File: src/iwmPkg.sv
package iwmPkg;

	// ==========================================================
	// State pseudo-register bit select, decoded from addr[3:1]
	// ==========================================================
	localparam logic [2:0] regPhase0 = 3'd0;
	localparam logic [2:0] regPhase1 = 3'd1;
	localparam logic [2:0] regPhase2 = 3'd2;
	localparam logic [2:0] regPhase3 = 3'd3;
	localparam logic [2:0] regMotor = 3'd4;
	localparam logic [2:0] regDrive = 3'd5;
	localparam logic [2:0] regQ6 = 3'd6;
	localparam logic [2:0] regQ7 = 3'd7;

	// Latch, async and timer-off set out of reset
	localparam logic [7:0] modeResetValue = 8'h07;

	// Width shared by the read and write bit-cell timers
	localparam int bitTimerW = 6;

	// Read windows in fclk counts, slow mode runs at half rate
	localparam logic [bitTimerW-1:0] oneThreshSlow7 = 6'd14;
	localparam logic [bitTimerW-1:0] oneThreshSlow8 = 6'd16;
	localparam logic [bitTimerW-1:0] oneThreshFast7 = 6'd7;
	localparam logic [bitTimerW-1:0] oneThreshFast8 = 6'd8;
	// No edge for 1.5 cells past the 1 window means a 0
	localparam logic [bitTimerW-1:0] zeroThreshSlow7 = 6'd42;
	localparam logic [bitTimerW-1:0] zeroThreshSlow8 = 6'd48;
	localparam logic [bitTimerW-1:0] zeroThreshFast7 = 6'd21;
	localparam logic [bitTimerW-1:0] zeroThreshFast8 = 6'd24;

	// Last timer value of a write cell, period minus one
	localparam logic [bitTimerW-1:0] writeCellSlow7 = 6'd27;
	localparam logic [bitTimerW-1:0] writeCellSlow8 = 6'd31;
	localparam logic [bitTimerW-1:0] writeCellFast7 = 6'd13;
	localparam logic [bitTimerW-1:0] writeCellFast8 = 6'd15;
	// Start value puts the first toggle one cell after Q7 rises
	localparam logic [bitTimerW-1:0] writeTimerStart = 6'd2;

	// Data read to buffer MSB clear, in fclk cycles
	localparam logic [3:0] clearDelay = 4'd14;
	// Sync preamble sent ahead of the first buffer byte
	localparam logic [7:0] preambleByte = 8'hFF;

	// Mode register, bit 0 is latch
	typedef struct packed {
		logic spare;
		logic mzReset;
		logic test;
		logic clk8MHz;
		logic fast;
		logic timerOff;
		logic async;
		logic latch;
	} modeFieldsT;

	typedef union packed {
		logic [7:0] raw;
		modeFieldsT fields;
	} modeWordT;

endpackage

File: src/iwmControl.sv
`timescale 1ns/1ps

module iwmControl (
	input  logic             fclk,
	input  logic             nRES,
	input  logic [3:0]       addr,
	input  logic             nDeviceSelect,
	input  logic [7:0]       dataIn,
	input  logic             sense,
	input  logic [7:0]       buffer,
	input  logic             bufEmpty,
	input  logic             nUnderrun,
	output logic [7:0]       data,
	output logic [3:0]       phase,
	output logic             nEnbl1,
	output logic             nEnbl2,
	output logic             nWrReq,
	output logic             motorOn,
	output logic             q6,
	output logic             q7,
	output logic             bufWrite,
	output iwmPkg::modeWordT mode,
	output logic             dataRead
);

	import iwmPkg::*;

	logic nDeviceSelectPrev;
	logic driveSelect;
	logic selFall;
	logic regWrite;
	logic enableActive;

	// Falling select edge, start of a new access
	assign selFall = nDeviceSelectPrev & ~nDeviceSelect;

	// Write decode, Q7=Q6=1 with A0=1
	assign regWrite = ~nDeviceSelect & q7 & q6 & addr[0];
	// Motor on turns a register write into a data write
	assign bufWrite = regWrite & motorOn;
	// Data register read, used to start the MSB clear
	assign dataRead = ~nDeviceSelect & ~q7 & ~q6 & ~addr[0];

	// ==========================================================
	// State pseudo-register
	// ==========================================================
	always_ff @(posedge fclk or negedge nRES) begin
		if (!nRES) begin
			nDeviceSelectPrev <= 1'b1;
			phase <= 4'b0000;
			motorOn <= 1'b0;
			driveSelect <= 1'b0;
			q6 <= 1'b0;
			q7 <= 1'b0;
		end else begin
			nDeviceSelectPrev <= nDeviceSelect;
			// Phases, motor and drive follow every selected cycle
			if (!nDeviceSelect) begin
				case (addr[3:1])
					regPhase0: phase[0] <= addr[0];
					regPhase1: phase[1] <= addr[0];
					regPhase2: phase[2] <= addr[0];
					regPhase3: phase[3] <= addr[0];
					regMotor: motorOn <= addr[0];
					regDrive: driveSelect <= addr[0];
					default: ;
				endcase
			end
			// Q6 and Q7 only on a fresh access
			// A0 settling inside one access must not flip the mode
			if (selFall) begin
				case (addr[3:1])
					regQ6: q6 <= addr[0];
					regQ7: q7 <= addr[0];
					default: ;
				endcase
			end
		end
	end

	// Mode register, written with the motor off
	always_ff @(posedge fclk or negedge nRES) begin
		if (!nRES) begin
			mode.raw <= modeResetValue;
		end else if (regWrite && !motorOn) begin
			mode.raw <= dataIn;
		end
	end

	// ==========================================================
	// Drive enables and write request
	// ==========================================================
	assign nEnbl1 = ~(motorOn & ~driveSelect);
	assign nEnbl2 = ~(motorOn & driveSelect);
	assign enableActive = ~nEnbl1 | ~nEnbl2;

	// Request held only while writing, not starved, drive enabled
	assign nWrReq = ~(q7 & nUnderrun & enableActive);

	// ==========================================================
	// Read multiplexer
	// ==========================================================
	always_comb begin
		case ({q7, q6})
			// Data register
			2'b00: data = buffer;
			// Status: sense, 0, enable active, mode[4:0]
			2'b01: data = {sense, 1'b0, enableActive, mode.raw[4:0]};
			// Write handshake: buffer free, no underrun
			2'b10: data = {bufEmpty, nUnderrun, 6'b000000};
			// Write states have no readback
			default: data = 8'hFF;
		endcase
	end

endmodule

File: src/iwmDataBuffer.sv
`timescale 1ns/1ps

module iwmDataBuffer (
	input  logic       fclk,
	input  logic       nRES,
	input  logic       bufWrite,
	input  logic [7:0] dataIn,
	input  logic       byteReady,
	input  logic [7:0] byteOut,
	input  logic       loadReq,
	input  logic       dataRead,
	input  logic       q7,
	input  logic       q6,
	output logic [7:0] buffer,
	output logic       bufEmpty
);

	import iwmPkg::*;

	logic [3:0] clearTimer;
	logic       clearNow;

	// Timer end, only honoured while still in data read mode
	assign clearNow = (clearTimer == clearDelay) & ~q7 & ~q6;

	// ==========================================================
	// Shared byte
	// ==========================================================
	// MSB doubles as the byte-valid flag for the CPU, hence cleared
	// CPU write wins over a reader capture, capture over the clear
	always_ff @(posedge fclk or negedge nRES) begin
		if (!nRES) begin
			buffer <= 8'h00;
		end else if (bufWrite) begin
			buffer <= dataIn;
		end else if (byteReady) begin
			buffer <= byteOut;
		end else if (clearNow) begin
			buffer[7] <= 1'b0;
		end
	end

	// Empty once the serializer takes it, full after a CPU write
	always_ff @(posedge fclk or negedge nRES) begin
		if (!nRES) begin
			bufEmpty <= 1'b1;
		end else if (bufWrite) begin
			bufEmpty <= 1'b0;
		end else if (loadReq) begin
			bufEmpty <= 1'b1;
		end
	end

	// Counts from the first read that sees a valid byte
	always_ff @(posedge fclk or negedge nRES) begin
		if (!nRES) begin
			clearTimer <= 4'd0;
		end else if (q7 || q6) begin
			clearTimer <= 4'd0;
		end else if (clearTimer == 4'd0) begin
			if (dataRead && buffer[7])
				clearTimer <= 4'd1;
		end else if (clearNow) begin
			clearTimer <= 4'd0;
		end else begin
			clearTimer <= clearTimer + 4'd1;
		end
	end

endmodule

File: src/iwmReadShifter.sv
`timescale 1ns/1ps

module iwmReadShifter (
	input  logic             fclk,
	input  logic             nRES,
	input  logic             rddata,
	input  logic             q7,
	input  iwmPkg::modeWordT mode,
	output logic             byteReady,
	output logic [7:0]       byteOut
);

	import iwmPkg::*;

	logic [1:0]           rdSync;
	logic                 rdFall;
	logic [bitTimerW-1:0] bitTimer;
	logic [bitTimerW-1:0] oneThresh;
	logic [bitTimerW-1:0] zeroThresh;
	logic [7:0]           shifter;
	logic [7:0]           shiftBase;

	// Bit-cell windows from the speed and clock fields
	always_comb begin
		case ({mode.fields.fast, mode.fields.clk8MHz})
			2'b00: begin
				oneThresh = oneThreshSlow7;
				zeroThresh = zeroThreshSlow7;
			end
			2'b01: begin
				oneThresh = oneThreshSlow8;
				zeroThresh = zeroThreshSlow8;
			end
			2'b10: begin
				oneThresh = oneThreshFast7;
				zeroThresh = zeroThreshFast7;
			end
			default: begin
				oneThresh = oneThreshFast8;
				zeroThresh = zeroThreshFast8;
			end
		endcase
	end

	// Older sample high, newer low
	assign rdFall = rdSync[1] & ~rdSync[0];

	// GCR framing, a byte is complete once its MSB reaches bit 7
	assign byteReady = ~q7 & shifter[7];
	assign byteOut = shifter;
	// Presented byte leaves the shifter in the same cycle
	assign shiftBase = byteReady ? 8'h00 : shifter;

	always_ff @(posedge fclk or negedge nRES) begin
		if (!nRES) begin
			rdSync <= 2'b11;
			bitTimer <= '0;
			shifter <= 8'h00;
		end else begin
			rdSync <= {rdSync[0], rddata};
			if (q7) begin
				// Reader idle while writing
				bitTimer <= '0;
				shifter <= 8'h00;
			end else if (rdFall) begin
				// Early edge restarts the cell but carries no bit
				bitTimer <= '0;
				if (bitTimer >= oneThresh)
					shifter <= {shiftBase[6:0], 1'b1};
				else
					shifter <= shiftBase;
			end else if (bitTimer >= zeroThresh) begin
				// Missing edge, next cell measured from the 1 window
				bitTimer <= oneThresh;
				shifter <= {shiftBase[6:0], 1'b0};
			end else begin
				bitTimer <= bitTimer + 1'b1;
				shifter <= shiftBase;
			end
		end
	end

endmodule

File: src/iwmWriteSerializer.sv
`timescale 1ns/1ps

module iwmWriteSerializer (
	input  logic             fclk,
	input  logic             nRES,
	input  logic             q7,
	input  iwmPkg::modeWordT mode,
	input  logic [7:0]       bufData,
	input  logic             bufEmpty,
	output logic             loadReq,
	output logic             nUnderrun,
	output logic             wrdata
);

	import iwmPkg::*;

	logic                 q7Prev;
	logic                 q7Rise;
	logic                 inPreamble;
	logic [bitTimerW-1:0] writeTimer;
	logic [bitTimerW-1:0] writeCell;
	logic [2:0]           bitCount;
	logic [7:0]           shifter;
	logic                 cellEnd;
	logic                 boundary;

	// Cell length from the speed and clock fields
	always_comb begin
		case ({mode.fields.fast, mode.fields.clk8MHz})
			2'b00: writeCell = writeCellSlow7;
			2'b01: writeCell = writeCellSlow8;
			2'b10: writeCell = writeCellFast7;
			default: writeCell = writeCellFast8;
		endcase
	end

	assign q7Rise = q7 & ~q7Prev;
	assign cellEnd = q7 & ~q7Rise & (writeTimer == writeCell);
	// Count of 7 at a cell end marks the byte boundary
	assign boundary = cellEnd & (bitCount == 3'd7);
	// First boundary belongs to the preamble, no buffer fetch
	assign loadReq = boundary & ~inPreamble;

	// ==========================================================
	// Bit timing, underrun and wrdata
	// ==========================================================
	always_ff @(posedge fclk or negedge nRES) begin
		if (!nRES) begin
			q7Prev <= 1'b0;
			writeTimer <= '0;
			bitCount <= 3'd7;
			inPreamble <= 1'b0;
			nUnderrun <= 1'b1;
			wrdata <= 1'b0;
		end else begin
			q7Prev <= q7;
			if (!q7) begin
				writeTimer <= '0;
				inPreamble <= 1'b0;
				nUnderrun <= 1'b1;
				wrdata <= 1'b0;
			end else if (q7Rise) begin
				writeTimer <= writeTimerStart;
				bitCount <= 3'd7;
				inPreamble <= 1'b1;
			end else begin
				if (cellEnd) begin
					writeTimer <= '0;
					// 7 rolls over to 0 after a boundary
					bitCount <= bitCount + 3'd1;
					if (boundary)
						inPreamble <= 1'b0;
					// Starved, sticks until Q7 drops
					if (loadReq && bufEmpty)
						nUnderrun <= 1'b0;
				end else begin
					writeTimer <= writeTimer + 1'b1;
				end
				// One transition per 1 bit, early in the cell
				if (writeTimer == bitTimerW'(1) && shifter[7])
					wrdata <= ~wrdata;
			end
		end
	end

	// Output shifter
	always_ff @(posedge fclk) begin
		if (q7Rise) begin
			shifter <= preambleByte;
		end else if (boundary) begin
			if (inPreamble)
				shifter <= preambleByte;
			else if (!bufEmpty)
				shifter <= bufData;
			else
				shifter <= 8'h00;
		end else if (cellEnd) begin
			shifter <= {shifter[6:0], 1'b0};
		end
	end

endmodule

File: src/iwm.sv
`timescale 1ns/1ps

module iwm (
	input  logic       fclk,
	input  logic       nRES,
	// CPU bus side
	input  logic [3:0] addr,
	input  logic       nDeviceSelect,
	input  logic [7:0] dataIn,
	output logic [7:0] data,
	// Drive side
	output logic       wrdata,
	output logic [3:0] phase,
	output logic       nWrReq,
	output logic       nEnbl1,
	output logic       nEnbl2,
	input  logic       sense,
	input  logic       rddata
);

	import iwmPkg::*;

	// Shared data byte and its flags
	logic [7:0] buffer;
	logic       bufEmpty;
	logic       bufWrite;
	logic       dataRead;
	// Pseudo-register state fanned out to the serial paths
	logic       motorOn;
	logic       q6;
	logic       q7;
	modeWordT   mode;
	// Reader to buffer
	logic       byteReady;
	logic [7:0] byteOut;
	// Serializer to buffer and back
	logic       loadReq;
	logic       nUnderrun;

	iwmControl control (
		.fclk(fclk), .nRES(nRES), .addr(addr), .nDeviceSelect(nDeviceSelect),
		.dataIn(dataIn), .sense(sense), .buffer(buffer), .bufEmpty(bufEmpty),
		.nUnderrun(nUnderrun), .data(data), .phase(phase), .nEnbl1(nEnbl1),
		.nEnbl2(nEnbl2), .nWrReq(nWrReq), .motorOn(motorOn), .q6(q6), .q7(q7),
		.bufWrite(bufWrite), .mode(mode), .dataRead(dataRead)
	);

	iwmDataBuffer dataBuffer (
		.fclk(fclk), .nRES(nRES), .bufWrite(bufWrite), .dataIn(dataIn),
		.byteReady(byteReady), .byteOut(byteOut), .loadReq(loadReq),
		.dataRead(dataRead), .q7(q7), .q6(q6), .buffer(buffer), .bufEmpty(bufEmpty)
	);

	iwmReadShifter readShifter (
		.fclk(fclk), .nRES(nRES), .rddata(rddata), .q7(q7), .mode(mode),
		.byteReady(byteReady), .byteOut(byteOut)
	);

	iwmWriteSerializer writeSerializer (
		.fclk(fclk), .nRES(nRES), .q7(q7), .mode(mode), .bufData(buffer),
		.bufEmpty(bufEmpty), .loadReq(loadReq), .nUnderrun(nUnderrun), .wrdata(wrdata)
	);

endmodule

File: config.mk
export PLATFORM = sky130hd
export DESIGN_NAME = iwm
export DESIGN_NICKNAME = d
export VERILOG_FILES = /design/src/iwmPkg.sv /design/src/iwmControl.sv /design/src/iwmDataBuffer.sv /design/src/iwmReadShifter.sv /design/src/iwmWriteSerializer.sv /design/src/iwm.sv
export SDC_FILE = /design/constraint.sdc
export NUM_CORES = 1
export LEC_CHECK = 0
export ABC_AREA = 1
export BUFFER_PORTS_ARGS = -buffer_cell sky130_fd_sc_hd__clkbuf_2
export CAP_MARGIN = 15
export CORE_ASPECT_RATIO = 2
export CORE_MARGIN = 3
export CORE_UTILIZATION = 46
export DETAILED_ROUTE_END_ITERATION = 8
export SLEW_MARGIN = 25
export SYNTH_ARGS = -nofsm -noshare
export SYNTH_HDL_FRONTEND = slang
export SYNTH_SLANG_ARGS = --single-unit
File: constraint.sdc
create_clock -name fclk -period 5.2 [get_ports fclk]
set_clock_uncertainty 0.2 [all_clocks]
set_input_delay 1.04 -clock fclk [delete_from_list [all_inputs] [get_ports fclk]]
set_output_delay 1.04 -clock fclk [all_outputs]
set_load 0.02 [all_outputs]
==> flow_summary.html <==
<table>
<tr><th>Metric</th><th>Value</th></tr>
<tr><th colspan="2">Die</th></tr>
<tr><td>Vert. Die Dim</td><td>131 um</td></tr>
<tr><td>Starting utilization of the core area</td><td>47.6%</td></tr>
<tr><td>Row cnt</td><td>45</td></tr>
<tr><td>Core Footprint</td><td>7600 um2</td></tr>
<tr><td>Die span in x</td><td>68.7 um</td></tr>
<tr><td>Num ports</td><td>33</td></tr>
<tr><td>DIE AREA</td><td>9030 um2</td></tr>
<tr><th colspan="2">Final layout</th></tr>
<tr><td>Non-Filler Cell Area, Final</td><td>4160 um2</td></tr>
<tr><td>Fraction of final layout cells with drive strength greater than 1</td><td>17.2%</td></tr>
<tr><td>Syn-to-layout area delta</td><td>14.9%</td></tr>
<tr><td>Antenna cells</td><td>0</td></tr>
<tr><td>Final standard cell count with taps included and fillers excluded</td><td>582</td></tr>
<tr><td>Number of nets at the end of the flow</td><td>524</td></tr>
<tr><th colspan="2">STA</th></tr>
<tr><td>Transition time at the pin with the least slew margin</td><td>782 ps</td></tr>
<tr><td>Setup total negative slack</td><td>0 ps</td></tr>
<tr><td>Period utilization</td><td>62.4%</td></tr>
<tr><td>Final min period</td><td>3250 ps</td></tr>
<tr><td>Number of slew-limit violations in the final report</td><td>0</td></tr>
<tr><td>Slew margin rel.</td><td>47.7%</td></tr>
<tr><td>Final hold violation count</td><td>0</td></tr>
<tr><td>Highest attainable clock frequency</td><td>308 MHz</td></tr>
<tr><td>Count of endpoints failing setup in the final report</td><td>0</td></tr>
<tr><td>RSZ-0062 raised after global routing</td><td>no</td></tr>
<tr><th colspan="2">Detailed routing</th></tr>
<tr><td>Detailed-route vias per instance</td><td>5.18</td></tr>
<tr><td>DRC violation count after routing</td><td>0</td></tr>
<tr><td>Average wire per cell in the routed design</td><td>14.5 um</td></tr>
<tr><td>Vias</td><td>3013</td></tr>
<tr><td>Number of iterations in the first detailed-routing pass</td><td>4</td></tr>
<tr><td>Residual antenna-violating net count after detailed routing</td><td>0</td></tr>
<tr><td>Total length of routed wires</td><td>8.46 mm</td></tr>
<tr><td>Drt first-iter violations</td><td>139</td></tr>
<tr><th colspan="2">Synthesis</th></tr>
<tr><td>Sequential cell area fraction in the yosys report</td><td>43.5%</td></tr>
<tr><td>Number of synthesis warnings</td><td>0</td></tr>
<tr><td>Netlist area before placement</td><td>3620 um2</td></tr>
<tr><td>Leading cell type by number of instances after synthesis</td><td>nand2_1</td></tr>
<tr><td>Synth async-reset ratio</td><td>87.5%</td></tr>
<tr><td>Post-synth top area cell</td><td>dfrtp_1</td></tr>
<tr><td>Nets in the synthesized netlist</td><td>488</td></tr>
<tr><td>Number of flip-flops and latches in the synthesized netlist</td><td>64</td></tr>
<tr><td>Number of distinct library cell variants in the gate-level netlist after synthesis</td><td>46</td></tr>
<tr><td>Most frequent cells after synthesis</td><td>82 x nand2_1, 67 x nor2_1, 56 x inv_1, 45 x dfrtp_1, 26 x a21oi_1</td></tr>
<tr><td>Post-synth top area share</td><td>31.1%</td></tr>
<tr><td>Cells after Synth</td><td>447</td></tr>
<tr><td>Top flip-flop cell by instance count after synthesis</td><td>dfrtp_1</td></tr>
<tr><td>Cell types with the largest area share after synthesis</td><td>dfrtp_1 31%, nand2_1 8.5%, ha_1 8.3%, dfstp_2 8.0%, nor2_1 7.0%</td></tr>
<tr><td>Syn_area_per_cell</td><td>8.09 um2</td></tr>
<tr><td>Number of enable-type register cells in the synthesized netlist</td><td>0</td></tr>
<tr><th colspan="2">Pwr</th></tr>
<tr><td>Ratio of total power to cell area</td><td>499 nW/um2</td></tr>
<tr><td>Leakage</td><td>2.10 nW</td></tr>
<tr><td>Peak supply drop</td><td>0.295 mV</td></tr>
<tr><td>Combinational group share of total power</td><td>35.8%</td></tr>
<tr><td>Switching share of power</td><td>38.5%</td></tr>
<tr><td>Part of the power in registers</td><td>35.2%</td></tr>
<tr><td>Final total power</td><td>0.00207 W</td></tr>
<tr><td>Clk network pwr share</td><td>29.0%</td></tr>
<tr><td>Net load switching power</td><td>0.000799 W</td></tr>
<tr><td>Design internal power</td><td>0.00128 W</td></tr>
<tr><th colspan="2">Placement</th></tr>
<tr><td>Number of port buffers</td><td>32</td></tr>
<tr><td>Total instance count after detailed placement</td><td>566</td></tr>
<tr><td>Placed inst area</td><td>3860 um2</td></tr>
<tr><td>DPL Wire Length</td><td>6.47 mm</td></tr>
<tr><td>Final GP Congestion</td><td>0.880</td></tr>
<tr><th colspan="2">Worst setup path</th></tr>
<tr><td>Crit path launch type</td><td>flop</td></tr>
<tr><td>CP Capture Type</td><td>output port</td></tr>
<tr><td>CP Max Fanout</td><td>20</td></tr>
<tr><td>Crit. path cell count</td><td>4</td></tr>
<tr><td>Slowest CP cell</td><td>dfrtp_1</td></tr>
<tr><td>Critical path required time</td><td>3960 ps</td></tr>
<tr><td>Start of the worst register-to-register path</td><td>control.mode[3]</td></tr>
<tr><td>Arrival time reported for the critical path endpoint</td><td>2010 ps</td></tr>
<tr><td>Worst stage delay on the critical path</td><td>810 ps</td></tr>
<tr><td>Logic depth of the worst register-to-register path</td><td>13</td></tr>
<tr><td>Number of buffers and inverters on the critical path</td><td>2</td></tr>
<tr><td>Cell type group with the largest total delay on the critical path</td><td>flip-flops</td></tr>
<tr><td>Start point of the critical path</td><td>control.q7</td></tr>
<tr><td>Worst R2R End</td><td>readShifter.byteOut[6]</td></tr>
<tr><td>Cell Chain, Critical Path</td><td>inv_2 -&gt; nand2_1 -&gt; o221ai_1 -&gt; clkbuf_2</td></tr>
<tr><td>WS Path Type</td><td>flop to output port</td></tr>
<tr><td>Internal reg-to-reg setup slack</td><td>2540 ps</td></tr>
<tr><td>Crit path capture</td><td>data[4]</td></tr>
<tr><th colspan="2">Run status</th></tr>
<tr><td>Run status</td><td>finished, final reports clean</td></tr>
<tr><th colspan="2">GRT</th></tr>
<tr><td>Largest net degree at the start of global routing</td><td>57</td></tr>
<tr><td>Number of global-route vias before repair</td><td>3051</td></tr>
<tr><td>Overall routing resource usage</td><td>21.0%</td></tr>
<tr><td>Antenna violations before repair</td><td>0</td></tr>
<tr><td>Global-route wire length before repair</td><td>14.2 mm</td></tr>
<tr><td>GR Overflow Total</td><td>0</td></tr>
<tr><th colspan="2">CTS</th></tr>
<tr><td>Post-cts gate resize count</td><td>0</td></tr>
<tr><td>Post-CTS Setup Repair Bufs</td><td>0</td></tr>
<tr><td>CTS tree</td><td>built</td></tr>
<tr><td>Number of CTS-inserted buffers</td><td>9</td></tr>
<tr><td>Number of sinks on the clock net</td><td>64</td></tr>
<tr><td>Clock slew at the register clock pins of the worst setup and hold paths</td><td>50 ps</td></tr>
<tr><td>Number of H-tree levels</td><td>3</td></tr>
<tr><td>Hold buffer count at CTS</td><td>0</td></tr>
<tr><td>Clock root buffer</td><td>clkbuf_16</td></tr>
<tr><td>Insertion delay of the later-clocked pin in the worst-skew pair</td><td>330 ps</td></tr>
<tr><td>Buffer depth of the longest clock path</td><td>2</td></tr>
<tr><th colspan="2">Job</th></tr>
<tr><td>Max_cap viols</td><td>0</td></tr>
<tr><th colspan="2">Worst hold path</th></tr>
<tr><td>Worst hold-check path type</td><td>flop to flop</td></tr>
</table>
## worst min path at each step
stage                                startpoint                     to  slack, ps  depth (start not counted)
after global placement    readShifter.rdSync[0]  readShifter.rdSync[1]        160                          0
after floorplan           readShifter.rdSync[0]  readShifter.rdSync[1]        150                          0
after global routing      readShifter.rdSync[0]  readShifter.rdSync[1]        180                          0
final                     readShifter.rdSync[0]  readShifter.rdSync[1]        170                          0
after detailed placement  readShifter.rdSync[0]  readShifter.rdSync[1]        160                          0
after CTS                 readShifter.rdSync[0]  readShifter.rdSync[1]        170                          0
## cell usage in the layout (no fill, tap or decap), types with 2 or more instances in the layout
cell type,Yosys,routed
a21oi_1,26,26
o21ai_0,18,18
ha_1,24,24
or2_2,2,2
nor2_1,67,67
dfstp_2,11,11
a31oi_1,6,6
nand3_2,2,2
o21a_1,2,2
nor2_2,3,3
o221ai_1,8,8
a21oi_4,2,2
mux2_2,3,3
o211ai_1,2,2
dfxtp_1,8,8
nand3_1,24,24
xnor2_1,2,2
nand4_1,5,5
clkinv_2,0,2
nor3_1,4,4
o21ai_1,10,10
nand2_1,82,82
nand2_2,3,3
inv_1,56,56
clkbuf_2,0,32
dfrtp_1,45,45
inv_2,4,4
clkbuf_16,0,9
xor2_1,4,4
## cell type report
cell class / count / area [um2]
Clock inverter: 5 / 56.3
Sequential cell: 64 / 1580
Timing Repair Buffer: 33 / 168
Clock buffer: 11 / 243
Inverter: 62 / 235
Tap cell: 94 / 118
Multi-Input combinational cell: 313 / 1760
Fill cell: 753 / 3440
## cells by family (layout without fill, tap and decap cells)
| family | count (synthesis) | in the layout | synth area share (%) |
|---|---|---|---|
| and+or+nand+nor | 199 | 199 | 24.3 |
| AOI/OAI and AO/OA | 81 | 81 | 13.8 |
| buffers and inverters | 70 | 111 | 7.71 |
| DFF | 64 | 64 | 43.5 |
| adders and majority gates | 24 | 24 | 8.30 |
| xor gates and xnor gates | 6 | 6 | 1.45 |
| muxes | 3 | 3 | 0.934 |
## per-stage QoR
| step | setup slack (ps) | hold slack, ps | utilization [%] |
|---|---|---|---|
| floorplan | 2570 | 154 | - |
| global placement | 2370 | 156 | 50.8 |
| detailed placement | 2280 | 165 | 50.8 |
| CTS | 1920 | 172 | 54.7 |
| global route | 1750 | 176 | 54.7 |
| finish | 1950 | 170 | 54.7 |
## power by group through the flow
stage / registers (W) / logic, W / clock network [W]
final: 0.000730 / 0.000743 / 0.000602
after global routing: 0.000748 / 0.000847 / 0.000635
after CTS: 0.000731 / 0.000757 / 0.000615
after detailed placement: 0.000738 / 0.000755 / 0
after global placement: 0.000732 / 0.000742 / 0
after floorplan: 0.000706 / 0.000557 / 0
## registers in the layout, indices dropped and copies added (netlist names), 4 cells and up
signal and cells:
readShifter.byteOut 8, control.phase 4, readShifter.bitTimer 6, writeSerializer.shifter 8
control.mode 5, dataBuffer.buffer 8, dataBuffer.clearTimer 4, writeSerializer.writeTimer 6
## per-layer routing
layer / track usage, % / routed length (um)
met3: 4.70 / 345
met5: 0 / 0
met4: 8.47 / 191
met1: 23.2 / 3230
met2: 36.9 / 4700
(Power assumes the default switching activity.)
